--- src/source/inv_settings.svh ---
`ifndef INV_SETTINGS_SVH
`define INV_SETTINGS_SVH

// ==================================================
// Datapath width
// ==================================================

// Operand and result width in bits
`define INV_WIDTH 6

// ==================================================
// Pipeline depth
// ==================================================

// Euclid iterations, enough for any prime below 2**INV_WIDTH
`define INV_STAGES 6

// Strobe in to strobe out
// One load cycle, one per Euclid stage, one normalize cycle
`define INV_LATENCY (`INV_STAGES + 2)

`endif

--- src/source/invPkg.sv ---
`include "inv_settings.svh"

package invPkg;

    // ==================================================
    // Input operands
    // ==================================================

    // Raw pair as seen at the pins
    // Field names hold only after the load stage has sorted them
    typedef struct packed {
        logic [`INV_WIDTH-1:0] prime;
        logic [`INV_WIDTH-1:0] number;
    } invOperandsT;

    // ==================================================
    // Per-stage Euclid state
    // ==================================================

    typedef struct packed {
        // Modulus, kept for the final fold into range
        logic [`INV_WIDTH-1:0]        prime;
        // Value to invert, kept for the number-is-one case
        logic [`INV_WIDTH-1:0]        number;
        // Running remainder pair
        logic [`INV_WIDTH-1:0]        dividend;
        logic [`INV_WIDTH-1:0]        divisor;
        // Running coefficient pair, two's complement
        logic signed [`INV_WIDTH-1:0] mqHigh;
        logic signed [`INV_WIDTH-1:0] mqLow;
        // Set once the remainder has reached one
        logic                         found;
        // Coefficient captured at that point
        logic signed [`INV_WIDTH-1:0] mqResult;
        // Strobe riding along with the data
        logic                         valid;
    } euclidStateT;

endpackage

--- src/source/euclidStage.sv ---
`timescale 1ns/100ps

`include "inv_settings.svh"

module euclidStage import invPkg::*; #(
    // Final iteration takes its coefficient without a remainder check
    parameter bit lastStage = 1'b0
) (
    input  logic        clk,
    input  logic        arstN,
    input  euclidStateT stateIn,
    output euclidStateT stateOut
);

    localparam int W = `INV_WIDTH;

    logic [W-1:0]          quotient;
    logic [W-1:0]          remainder;
    // Wide enough for coefficient times quotient
    logic signed [2*W:0]   coefWide;
    logic signed [W-1:0]   newCoef;
    logic                  divByZero;
    logic                  hitOne;
    euclidStateT           nextState;

    // ==================================================
    // Division step
    // ==================================================

    // Zero divisor only after number one was reduced
    assign divByZero = (stateIn.divisor == '0);

    always_comb begin
        quotient  = '0;
        remainder = '0;
        if (!divByZero) begin
            quotient  = stateIn.dividend / stateIn.divisor;
            remainder = stateIn.dividend % stateIn.divisor;
        end
    end

    // Remainder one ends the algorithm
    assign hitOne = (remainder == W'(1));

    // ==================================================
    // Coefficient update
    // ==================================================

    // mqHigh - mqLow * q, quotient is unsigned so pad a zero sign bit
    always_comb begin
        coefWide = stateIn.mqHigh - stateIn.mqLow * $signed({1'b0, quotient});
    end

    // Only the low bits matter, the true value fits in W signed bits
    assign newCoef = coefWide[W-1:0];

    // ==================================================
    // Next state
    // ==================================================

    always_comb begin
        // Default: carry everything, valid included
        nextState = stateIn;

        if (!stateIn.found) begin
            if (divByZero) begin
                // Number one case
                // Result is fixed up in the normalize stage
                nextState.found = 1'b1;
            end else begin
                // Shift the remainder pair on
                nextState.dividend = stateIn.divisor;
                nextState.divisor  = remainder;
                // Shift the coefficient pair on
                nextState.mqHigh   = stateIn.mqLow;
                nextState.mqLow    = newCoef;

                // Early finish or forced capture at the end
                if (hitOne || lastStage) begin
                    nextState.found    = 1'b1;
                    nextState.mqResult = newCoef;
                end
            end
        end
    end

    // ==================================================
    // Stage register
    // ==================================================

    always_ff @(posedge clk or negedge arstN) begin
        if (!arstN) begin
            stateOut <= '0;
        end else begin
            stateOut <= nextState;
        end
    end

endmodule

--- src/source/invIp.sv ---
`timescale 1ns/100ps

`include "inv_settings.svh"

module invIp import invPkg::*; (
    input  logic                  clk,
    input  logic                  arstN,
    // One-cycle strobe with the operands
    input  logic                  inValid,
    input  logic [`INV_WIDTH-1:0] in1,
    input  logic [`INV_WIDTH-1:0] in2,
    // One-cycle strobe with the result
    output logic                  outValid,
    output logic [`INV_WIDTH-1:0] outInv
);

    invOperandsT operands;

    // Index 0 is the load output, index INV_STAGES feeds normalize
    euclidStateT stageState [0:`INV_STAGES];

    // ==================================================
    // Operand load
    // ==================================================

    // Order unknown here, loadI picks prime and number
    assign operands.prime  = in1;
    assign operands.number = in2;

    operandLoad loadI (
        .clk      (clk),
        .arstN    (arstN),
        .inValid  (inValid),
        .operands (operands),
        .state    (stageState[0])
    );

    // ==================================================
    // Euclid iterations
    // ==================================================

    // One registered iteration per stage
    // last one captures its coefficient unconditionally
    for (genvar idx = 0; idx < `INV_STAGES; idx++) begin : gStage
        euclidStage #(
            .lastStage (idx == `INV_STAGES - 1)
        ) stageI (
            .clk      (clk),
            .arstN    (arstN),
            .stateIn  (stageState[idx]),
            .stateOut (stageState[idx+1])
        );
    end

    // ==================================================
    // Normalize and output
    // ==================================================

    inverseNormalize normI (
        .clk      (clk),
        .arstN    (arstN),
        .state    (stageState[`INV_STAGES]),
        .outValid (outValid),
        .outInv   (outInv)
    );

endmodule

--- src/source/inverseNormalize.sv ---
`timescale 1ns/100ps

`include "inv_settings.svh"

module inverseNormalize import invPkg::*; (
    input  logic                  clk,
    input  logic                  arstN,
    input  euclidStateT           state,
    output logic                  outValid,
    output logic [`INV_WIDTH-1:0] outInv
);

    localparam int W = `INV_WIDTH;

    logic [W-1:0] answer;

    // ==================================================
    // Final answer
    // ==================================================

    always_comb begin
        if (state.number == W'(1)) begin
            // Euclid never ran, inverse of one is one
            answer = W'(1);
        end else if (state.mqResult[W-1]) begin
            // Negative coefficient, fold into 1..prime-1
            answer = state.mqResult + state.prime;
        end else begin
            answer = state.mqResult;
        end
    end

    // ==================================================
    // Output registers
    // ==================================================

    // Strobe follows the pipeline valid bit
    always_ff @(posedge clk or negedge arstN) begin
        if (!arstN) begin
            outValid <= 1'b0;
        end else begin
            outValid <= state.valid;
        end
    end

    // Result only moves on a strobe
    // holds between strobes
    always_ff @(posedge clk or negedge arstN) begin
        if (!arstN) begin
            outInv <= '0;
        end else if (state.valid) begin
            outInv <= answer;
        end
    end

endmodule

--- src/source/operandLoad.sv ---
`timescale 1ns/100ps

`include "inv_settings.svh"

module operandLoad import invPkg::*; (
    input  logic        clk,
    input  logic        arstN,
    input  logic        inValid,
    input  invOperandsT operands,
    output euclidStateT state
);

    localparam int W = `INV_WIDTH;

    logic [W-1:0] bigger;
    logic [W-1:0] smaller;
    euclidStateT  nextState;

    // ==================================================
    // Sort the pair
    // ==================================================

    // Larger operand is the modulus
    always_comb begin
        if (operands.prime > operands.number) begin
            bigger  = operands.prime;
            smaller = operands.number;
        end else begin
            bigger  = operands.number;
            smaller = operands.prime;
        end
    end

    // ==================================================
    // Initial Euclid state
    // ==================================================

    always_comb begin
        nextState          = '0;
        nextState.prime    = bigger;
        nextState.number   = smaller;
        // First division is prime by number
        nextState.dividend = bigger;
        nextState.divisor  = smaller;
        // Coefficients start at 0 and 1
        nextState.mqHigh   = '0;
        nextState.mqLow    = W'(1);
        nextState.found    = 1'b0;
        nextState.mqResult = '0;
        nextState.valid    = inValid;
    end

    // Load register
    always_ff @(posedge clk or negedge arstN) begin
        if (!arstN) begin
            state <= '0;
        end else begin
            state <= nextState;
        end
    end

endmodule

--- config.mk ---
export PLATFORM = sky130hd
export DESIGN_NAME = invIp
export DESIGN_NICKNAME = d
export VERILOG_FILES = /design/src/source/invPkg.sv /design/src/source/euclidStage.sv /design/src/source/invIp.sv /design/src/source/inverseNormalize.sv /design/src/source/operandLoad.sv
export VERILOG_INCLUDE_DIRS = /design/src /design/src/source
export SDC_FILE = /design/constraint.sdc
export NUM_CORES = 1
export LEC_CHECK = 0
export BUFFER_PORTS_ARGS = -buffer_cell sky130_fd_sc_hd__buf_2
export CAP_MARGIN = 20
export CORE_MARGIN = 4
export CORE_UTILIZATION = 60
export CTS_BUF_LIST = sky130_fd_sc_hd__clkbuf_2 sky130_fd_sc_hd__clkbuf_4 sky130_fd_sc_hd__clkbuf_8
export DETAILED_ROUTE_END_ITERATION = 7
export MAX_ROUTING_LAYER = met4
export PLACE_DENSITY = 0.79
export SLEW_MARGIN = 0
export SYNTH_ARGS = -nofsm -noshare
export SYNTH_HDL_FRONTEND = slang
export SYNTH_SLANG_ARGS = --single-unit
export TNS_END_PERCENT = 1
--- constraint.sdc ---
create_clock -name clk -period 9.7 [get_ports clk]
set_input_delay 1.94 -clock clk [delete_from_list [all_inputs] [get_ports clk]]
set_output_delay 1.94 -clock clk [all_outputs]
set_load 0.1 [all_outputs]
---- Yosys cells after proc, flatten, opt, wreduce, memory -nomap -nowiden ----
Cells that the tools add are included.
word-level totals
  register bits ........................... 260
  input port bits ......................... 15
  output and inout bits ................... 7
  word-level logic and storage cells ...... 133
cells by class
  $add $sub $neg .......................... 7
  multipliers ............................. 6
  div/mod/pow operators ................... 11
  order comparisons ....................... 1
  eq/ne operators ......................... 6
  muxes and demuxes ....................... 41
  reductions and logical operators ........ 6
operators with widths
  operator             number
  $mux 6               22
  $mux 31              4
  $mux 24              5
  $div 6x6->6          6
  $eq 6x1->1 const B   6
  $logic_not 6->1      6
  $mul 6x7->6          5
  $mux 7               5
  $mod 6x6->6          5
  $sub 6x6->6          5
  $add 6x6->6          1
  $gt 6x6->1           1
  $mul 1x6->6          1
  $sub 1x6->6 const A  1
  $mux 1               5

---- Depth between registers and ports, before layout ----
Gate-level depths: netlist (run 1).
  word-level depth ........................ 7
  gate-level depth with buffers ........... 48
  depth with buffers taken out ............ 47

---- By module ----
From an unflattened synthesis (run 1), not the netlist that was laid out.
second synthesis, totals
  cells, all modules ...................... 2250
  area, all modules ....................... 21341.7 µm²
by module, submodules not included
  module                          instances  cells an instance  area an instance (µm²)  seq. area each (µm²)
  euclidStage (gStage[4].stageI)  1          350                3395.8                  1101.1
  euclidStage (gStage[0].stageI)  1          367                3393.3                  1101.1
  euclidStage (gStage[1].stageI)  1          358                3369.5                  1101.1
  euclidStage (gStage[3].stageI)  1          356                3344.5                  1101.1
  euclidStage (gStage[2].stageI)  1          354                3329.4                  1101.1
  euclidStage (gStage[5].stageI)  1          330                3133.0                  1101.1
  operandLoad                     1          81                 874.6                   350.3
  inverseNormalize                1          54                 501.7                   175.2

---- Worst setup path before layout (run 1) ----
No wires, ideal clock.
  path kind ............................... reg-to-reg
  from .................................... reg gStage[4].stageI.stateOut[25] (netlist name)
  to ...................................... reg gStage[5].stageI.stateOut[6] (netlist name)
  library setup time ...................... 83 ps
  data arrival time ....................... 10560 ps
  data required time ...................... 9617 ps
  slack ................................... -943 ps
  stages on the path, launching flop included .. 45
  path buffers ............................ 1
  period minus slack after synthesis ...... 10643 ps
  path through ............................ dfrtp_1 nor4_1 and2_1 a21oi_1 a21oi_1 ha_1 o21a_1 o21ai_0 o21ai_0 ha_1 a221o_1 a32oi_1 mux2_2 ha_1 or2_2 o311a_1 o21ai_0 clkbuf_1 [9 not listed] ha_1 nand2_1 o21ai_0 a211oi_1 nor2_1 and2_1 fa_1 fa_1 ha_1 fa_1 inv_1 ha_1 a21oi_1 o21ai_0 xnor2_1 xnor2_1 xnor3_1 o21ai_0
RTL lines
  element                 line               text
  from (decl)             euclidStage.sv:12  output euclidStateT stateOut
  from (signal assigned)  euclidStage.sv:95  stateOut <= nextState;
  to (signal assigned)    euclidStage.sv:95
  to (decl)               euclidStage.sv:12

==> results of run 1 <==
layer usage:
metal  vias to the layer above  routed length (um)  GRT usage
met1                      7751               18600      0.321
li1                       7414                   -          -
met2                       563               25300      0.494
met3                       198                2530     0.0361
met4                         0                2050      0.117
met5                         -                   0          -
state kept, by name (all words and copies together) (netlist names):
name,cells
gStage.stageI.stateOut,234
loadI.state,14
normI.outInv,6
normI.outValid,1
cell usage after synthesis (all sizes together) (44+ instances only):
library cell | number | area [um^2]
dfrtp | 255 | 6380
nand2 | 231 | 867
ha | 209 | 2620
inv | 178 | 668
nor2 | 146 | 558
o21ai | 125 | 629
xnor2 | 88 | 771
a21oi | 79 | 410
o21a | 50 | 377
mux2 | 47 | 552
fa | 44 | 881
nor3 | 44 | 245
cell families (layout without fill, tap and decap cells):
family,count (synthesis),in the layout
buffers and inverters,226,483
muxes,83,83
AOI/OAI and AO/OA,438,438
adders and majority gates,253,253
xor gates and xnor gates,114,114
DFF,255,255
and+or+nand+nor,615,615
other,1,1
worst max-delay path: cells and delay by family, from the launching register on:
family / cells / cell delay (ns)
adder cells (fa/ha/maj): 9 / 2.54
AO/OA/AOI/OAI: 13 / 2.38
AND/OR/NAND/NOR: 10 / 2.27
XOR/XNOR: 7 / 1.20
buffers and inverters: 4 / 0.41
flip-flops: 1 / 0.38
multiplexers: 2 / 0.31
how the worst min path moves through the flow:
| stage | startpoint | to | slack [ns] | depth (start not counted) |
|---|---|---|---|---|
| after floorplan | loadI.state[0]$_DFF_PN0_ | gStage[0].stageI.stateOut[0]$_DFF_PN0_ | 0.33 | 0 |
| after global placement | gStage[3].stageI.stateOut[40]$_DFF_PN0_ | gStage[4].stageI.stateOut[40]$_DFF_PN0_ | 0.33 | 0 |
| after detailed placement | gStage[1].stageI.stateOut[43]$_DFF_PN0_ | gStage[2].stageI.stateOut[43]$_DFF_PN0_ | 0.33 | 0 |
| after CTS | gStage[1].stageI.stateOut[43]$_DFF_PN0_ | gStage[2].stageI.stateOut[43]$_DFF_PN0_ | 0.35 | 0 |
| after global routing | gStage[1].stageI.stateOut[36]$_DFF_PN0_ | gStage[2].stageI.stateOut[36]$_DFF_PN0_ | 0.35 | 0 |
| final | gStage[4].stageI.stateOut[0]$_DFF_PN0_ | gStage[5].stageI.stateOut[0]$_DFF_PN0_ | 0.34 | 0 |
metrics by stage:
step | std cells | cell area, um^2 | hold slack (ns) | utilization | setup TNS [ns]
2_1_floorplan | 1985 | 18800 | 0.331 | - | -0.255
3_3_place_gp | 2508 | 20300 | 0.331 | 0.663 | -0.264
3_5_place_dp | 2508 | 20300 | 0.335 | 0.663 | -1.88
4_1_cts | 2589 | 21400 | 0.346 | 0.697 | -0.441
5_1_grt | 2638 | 22700 | 0.350 | 0.740 | -2.30
6_report | 2638 | 22700 | 0.342 | 0.740 | 0
timing repair:
item                       4_1_cts  5_1_grt
resized for setup               27      173
hold endpoints to repair         0        0
pin swaps                       22      123
buffers inserted                15       48
setup endpoints to repair       12       34
cloned                           0        0
layout make-up:
| class | count | area share |
|---|---|---|
| timing repair buffer | 239 | 0.0784 |
| tap | 396 | 0.0218 |
| clock buffer | 61 | 0.0337 |
| clock inverter | 5 | 0.00204 |
| sequential | 255 | 0.281 |
| inverter | 178 | 0.0295 |
| multi-input combinational | 1504 | 0.553 |
==> run summary, run 1 <==
* complete, no violations — outcome
* 109 — pin count of the biggest net entering global routing
* 0.256 — Worst slew margin
* 184 um — floorplan die height
* 0.06 ns — clock slew at the register clock pins of the worst setup and hold paths
* 0 — number of antenna repair diodes
* 0.280 — all-layer global routing usage
* sky130_fd_sc_hd__dfrtp_1 — leading cell type in the layout, fill and taps excluded
* 10.08 ns — arrival time of the worst setup path
* flip-flop — capturing element type of the critical path
* 0 — number of enable-type register cells in the synthesized netlist
* 0.949 — global placement routability congestion
* gStage[2].stageI.stateOut[6]$_DFF_PN0_ — Setup crit end
* 0 — Final Hold Violating Endpoints
* gStage[1].stageI.stateOut[25]$_DFF_PN0_ — Critical R2R Launch
* 64 — number of rows in the core area
* 18700 um^2 — cell area after synthesis
* 2253 — Post-Synthesis Net Count
* 0 — Remaining Overflow, GRT
* 3 — Max clock buf depth
* 0 — total of endpoints with negative setup slack in the final report
* 2 — H-tree depth
* flip-flop — Critical Path Source Type
* gStage[1].stageI.stateOut[25]$_DFF_PN0_ — worst setup path start
* 15926 — via total after detailed routing
* 6.04 — via/cell ratio
* 0.0288 ns — setup slack of the critical path after layout
* 1.00 — async set-reset flop share out of synthesis
* 45 — reg2reg path depth
* 9.67 ns — final critical-path required period
* sky130_fd_sc_hd__dfrtp_1 — leading register cell type out of synthesis
* 22 — number of top-level design ports
* 41 — number of buffers created by CTS
* 30700 um^2 — core outline area
* 1985 — synthesized instance count
* sky130_fd_sc_hd__dfrtp_1, sky130_fd_sc_hd__nand2_1, sky130_fd_sc_hd__buf_4 — highest-count cells in the layout ignoring fill and taps
* 1.12 ns — slew at the pin closest to its max-slew limit
* 48500 um — final routed wirelength across all metal layers
* 0 — number of max-cap violations
* 2487 — count of nets after finishing
* 0 — count of pins over their slew limit
* yes — RSZ-0062 raised after global routing
* done — CTS tree
* 6 — worst-path maximum fanout
* 0.56 ns — clock latency on the worst-skew pair
* 103 MHz — max frequency
* flip-flop to flip-flop — class of the tightest hold or removal check
* 0.159 — area fraction in and, or, nand and nor cells after synthesis
* 18.4 um — wire length per cell after detailed routing
* 97 — Unique masters post-synth
* sky130_fd_sc_hd__clkbuf_8 — clock root buffer master
* 6380 um^2 — area taken by flip-flops and latches
* 0 — final antenna-violating net count
* 0.57 ns — biggest cell delay along the critical path
* 35100 um — Final HPWL DP
* 12500 um^2 — multi-input gate area in the final layout
* 21.5% — layout overhead on the synthesized area
* 16157 — vias in the first global route
* 0.0572 — xor/xnor share of the synthesized area
* 0.158 — complex-gate fraction of the synthesized area
* 0.253 — proportion of layout cells with a drive suffix above 1
* 0.997 — final worst-path cycle share
* 34000 um^2 — area enclosed by the die boundary
* -0.492 ns — worst slack at placement
* 2010 — number of filler instances in the final layout
* adder cells — main combinational cell family by area after synthesis
* 0 — number of antenna violations at the first check in global routing
* 9.40 um^2 — average footprint of a synthesized cell
* 0.0255 ns — Layout Skew
* 10.11 ns — Worst Path Required
* 7 — first-pass iteration count of the detailed router
* 184 um — DIE WIDTH
* flip-flop to flip-flop — type of the worst setup path
* 0 — synth warn
* 76300 um — first-pass GRT wire length
* sky130_fd_sc_hd__fa_1 — Slowest-stage cell, CP
* 0.342 — fraction of the yosys area taken by sequential cells
* 0 — Hold Buf Count CTS
* 0.609 — effective utilization at floorplan
* 0.0495 — share of synthesized area spent on multiplexers
* 255 — Synth Register Bits
* 883 — iteration-0 DRC count of the detailed router
* 0.03 ns — R2R Setup Slk
* 0 — total DRC errors in the routed layout
* 21 — number of input and output port buffers inserted
* gStage[2].stageI.stateOut[6]$_DFF_PN0_ — critical register-to-register path endpoint
* 0.187 — area share of fa/ha/maj cells after synthesis
* 255 — count of clock tree sinks
Power of run 1 is not shown: default switching activity piles up to over one toggle a cycle in this logic, so the estimate is an artifact.
==> run 2, diff against run 1 <==
Settings changed: REMOVE_ABC_BUFFERS set to 1.
==> run 2 against run 1 <==
Effect of this change:
- the flow now finishes with violations (setup timing)
- worst hold slack got worse by 0.0026 ns
- setup slack got worse by 0.17 ns
- sequential share of layout area decreased by 0.85 points
- utilization increased by 2.3 points
- sequential cell count unchanged
==> run summary, run 2 (synthesis results as in run 1) <==
* 0 — final antenna-violating net count, unchanged
* 22 — number of top-level design ports, unchanged
* 3 — Max clock buf depth, unchanged
* 9.85 ns — final critical-path required period, was 9.67 ns
* 34000 um^2 — area enclosed by the die boundary, unchanged
* 0 — Remaining Overflow, GRT, unchanged
* 234 — flip-flop count of the largest register after layout, unchanged
* finished, violations left — outcome, was complete, no violations
* done — CTS tree, unchanged
* 10.25 ns — arrival time of the worst setup path, was 10.08 ns
* 0.346 — met1 usage, was 0.321
* 0.709 ns — slew at the pin closest to its max-slew limit, was 1.12 ns
* -0.15 ns — R2R Setup Slk, was 0.03 ns
* 0 — Final Hold Violating Endpoints, unchanged
* 52300 um — final routed wirelength across all metal layers, was 48500 um
* 184 um — DIE WIDTH, unchanged
* 0 — total DRC errors in the routed layout, unchanged
* 6.16 — via/cell ratio, was 6.04
* gStage[1].stageI.stateOut[24]$_DFF_PN0_ — Critical R2R Launch, was gStage[1].stageI.stateOut[25]$_DFF_PN0_
* 5 — Buf+Inv Stages, Crit Path, was 4
* 5 — first-pass iteration count of the detailed router, was 7
* 0 — number of max-cap violations, unchanged
* 2695 — Finished Layout Cells, was 2638
* flip-flop — capturing element type of the critical path, unchanged
* gStage.stageI.stateOut — largest reg by FF count, unchanged
* 30700 um^2 — core outline area, unchanged
* 1.01 — final worst-path cycle share, was 0.997
* 35000 um — Final HPWL DP, was 35100 um
* sky130_fd_sc_hd__buf_4, sky130_fd_sc_hd__dfrtp_1, sky130_fd_sc_hd__nand2_1 — highest-count cells in the layout ignoring fill and taps, was sky130_fd_sc_hd__dfrtp_1, sky130_fd_sc_hd__nand2_1, sky130_fd_sc_hd__buf_4
* 16614 — via total after detailed routing, was 15926
* flip-flop to flip-flop — type of the worst setup path, unchanged
* 0.57 ns — biggest cell delay along the critical path, about the same
* setup timing — violations in the final reports
* 19.4 um — wire length per cell after detailed routing, was 18.4 um
* gStage[1].stageI.stateOut[24]$_DFF_PN0_ — worst setup path start, was gStage[1].stageI.stateOut[25]$_DFF_PN0_
* -0.259 ns — aggregate negative setup slack, was 0 ns
* adder cells — gate family responsible for the most delay along the worst path, unchanged
* 4 — total of endpoints with negative setup slack in the final report, was 0
* 10.11 ns — Worst Path Required, about the same
* gStage.stageI.stateOut (234), loadI.state (14), normI.outInv (6) — registers with the most flip-flops, unchanged
* 4 — worst-path maximum fanout, was 6
* 184 um — floorplan die height, unchanged
* 1537 — iteration-0 DRC count of the detailed router, was 883
* flip-flop — Critical Path Source Type, unchanged
* 0.298 — all-layer global routing usage, was 0.280
* 0 — count of pins over their slew limit, unchanged
* 255 — count of clock tree sinks, unchanged
* sky130_fd_sc_hd__clkbuf_8 — clock root buffer master, unchanged
* 2535 — count of nets after finishing, was 2487
* 0.959 — global placement routability congestion, was 0.949
* sky130_fd_sc_hd__fa_1 — Slowest-stage cell, CP, unchanged
* yes — RSZ-0062 raised after global routing, unchanged
* 0.58 ns — clock latency on the worst-skew pair, was 0.56 ns
* 0.279 — proportion of layout cells with a drive suffix above 1, was 0.253
* 0.0324 — met3 usage, was 0.0361
* -0.145 ns — setup slack of the critical path after layout, was 0.0288 ns
* 41 — number of buffers created by CTS, unchanged
* 2 — H-tree depth, unchanged
* 0 — number of antenna repair diodes, unchanged
* 0.527 — met2 track demand over resource, was 0.494
* 2541 — number of placed instances with taps included, was 2508
* 0.609 — effective utilization at floorplan, unchanged
* gStage[4].stageI.stateOut[43]$_DFF_PN0_ — Hold Path Origin, was gStage[4].stageI.stateOut[0]$_DFF_PN0_
* flip-flop to flip-flop — class of the tightest hold or removal check, unchanged
* 80900 um — first-pass GRT wire length, was 76300 um
* met2 — peak-usage layer in the global routing report, unchanged
* 21 — number of input and output port buffers inserted, unchanged
* 91 — pin count of the biggest net entering global routing, was 109
* 0 — number of antenna violations at the first check in global routing, unchanged
* 0.762 — Final Core Density, was 0.740
* 102 MHz — max frequency, was 103 MHz
* 0.07 ns — clock slew at the register clock pins of the worst setup and hold paths, was 0.06 ns
* 0.525 — Worst slew margin, was 0.256
* 16707 — vias in the first global route, was 16157
* sky130_fd_sc_hd__buf_4 — leading cell type in the layout, fill and taps excluded, was sky130_fd_sc_hd__dfrtp_1
* 64 — number of rows in the core area, unchanged
* 0.0285 ns — Layout Skew, was 0.0255 ns
* 25.2% — layout overhead on the synthesized area, was 21.5%
==> run 2: cell types whose count changed in the layout (fill, tap and decap cells not counted), moves of 4 or more <==
cell / change
sky130_fd_sc_hd__buf_4: +44
sky130_fd_sc_hd__bufinv_16: +4
sky130_fd_sc_hd__clkbuf_8: +4
sky130_fd_sc_hd__mux2i_2: -4
sky130_fd_sc_hd__nor2_1: +4
sky130_fd_sc_hd__nor2_2: -4
sky130_fd_sc_hd__o21ai_0: -4
sky130_fd_sc_hd__o21ai_2: +5
sky130_fd_sc_hd__o21ai_4: -4
sky130_fd_sc_hd__xnor2_1: -4
sky130_fd_sc_hd__xnor2_2: +4
==> run 2: metrics by stage <==
stage | setup WS, ns | hold slack [ns] | area [um^2]
2_1_floorplan | -1.20 | 0.331 | 18500
3_5_place_dp | -0.904 | 0.335 | 20500
6_report | -0.145 | 0.339 | 23400
3_3_place_gp | -0.482 | 0.332 | 20500
5_1_grt | -0.511 | 0.357 | 23400
4_1_cts | -0.0101 | 0.347 | 22100
==> run 2: cell type report <==
class                           instances  area, um^2
Inverter                              178         668
Tap cell                              396         495
Clock buffer                           63         805
Fill cell                            1857        7290
Clock inverter                         12         199
Multi-Input combinational cell       1504       12600
Timing Repair Buffer                  287        2200
Sequential cell                       255        6380
==> run 2: timing repair <==
| action | CTS | global route |
|---|---|---|
| pin swaps | 72 | 125 |
| hold endpoints to repair | 0 | 0 |
| gates resized for setup | 99 | 149 |
| endpoints found under the setup margin | 13 | 30 |
| buffers inserted | 29 | 47 |
| hold buffers | 0 | 0 |
==> run 2: metal layers <==
layer  part of all wire  up-vias
met5                  0        -
met1               0.38     8114
met2               0.52      725
li1                   -     7527
met3              0.058      248
met4              0.048        0
==> run 2: worst paths after layout <==
kind / to / depth (start not counted)
max: gStage[2].stageI.stateOut[6]$_DFF_PN0_ / 45
min: gStage[5].stageI.stateOut[43]$_DFF_PN0_ / 0
max reg2reg: gStage[2].stageI.stateOut[6]$_DFF_PN0_ / 45
min reg2reg: gStage[5].stageI.stateOut[43]$_DFF_PN0_ / 0
max in group asynchronous: gStage[4].stageI.stateOut[32]$_DFF_PN0_ / 3
min in group asynchronous: loadI.state[39]$_DFF_PN0_ / 1
Power of run 2 is left out for the same reason.
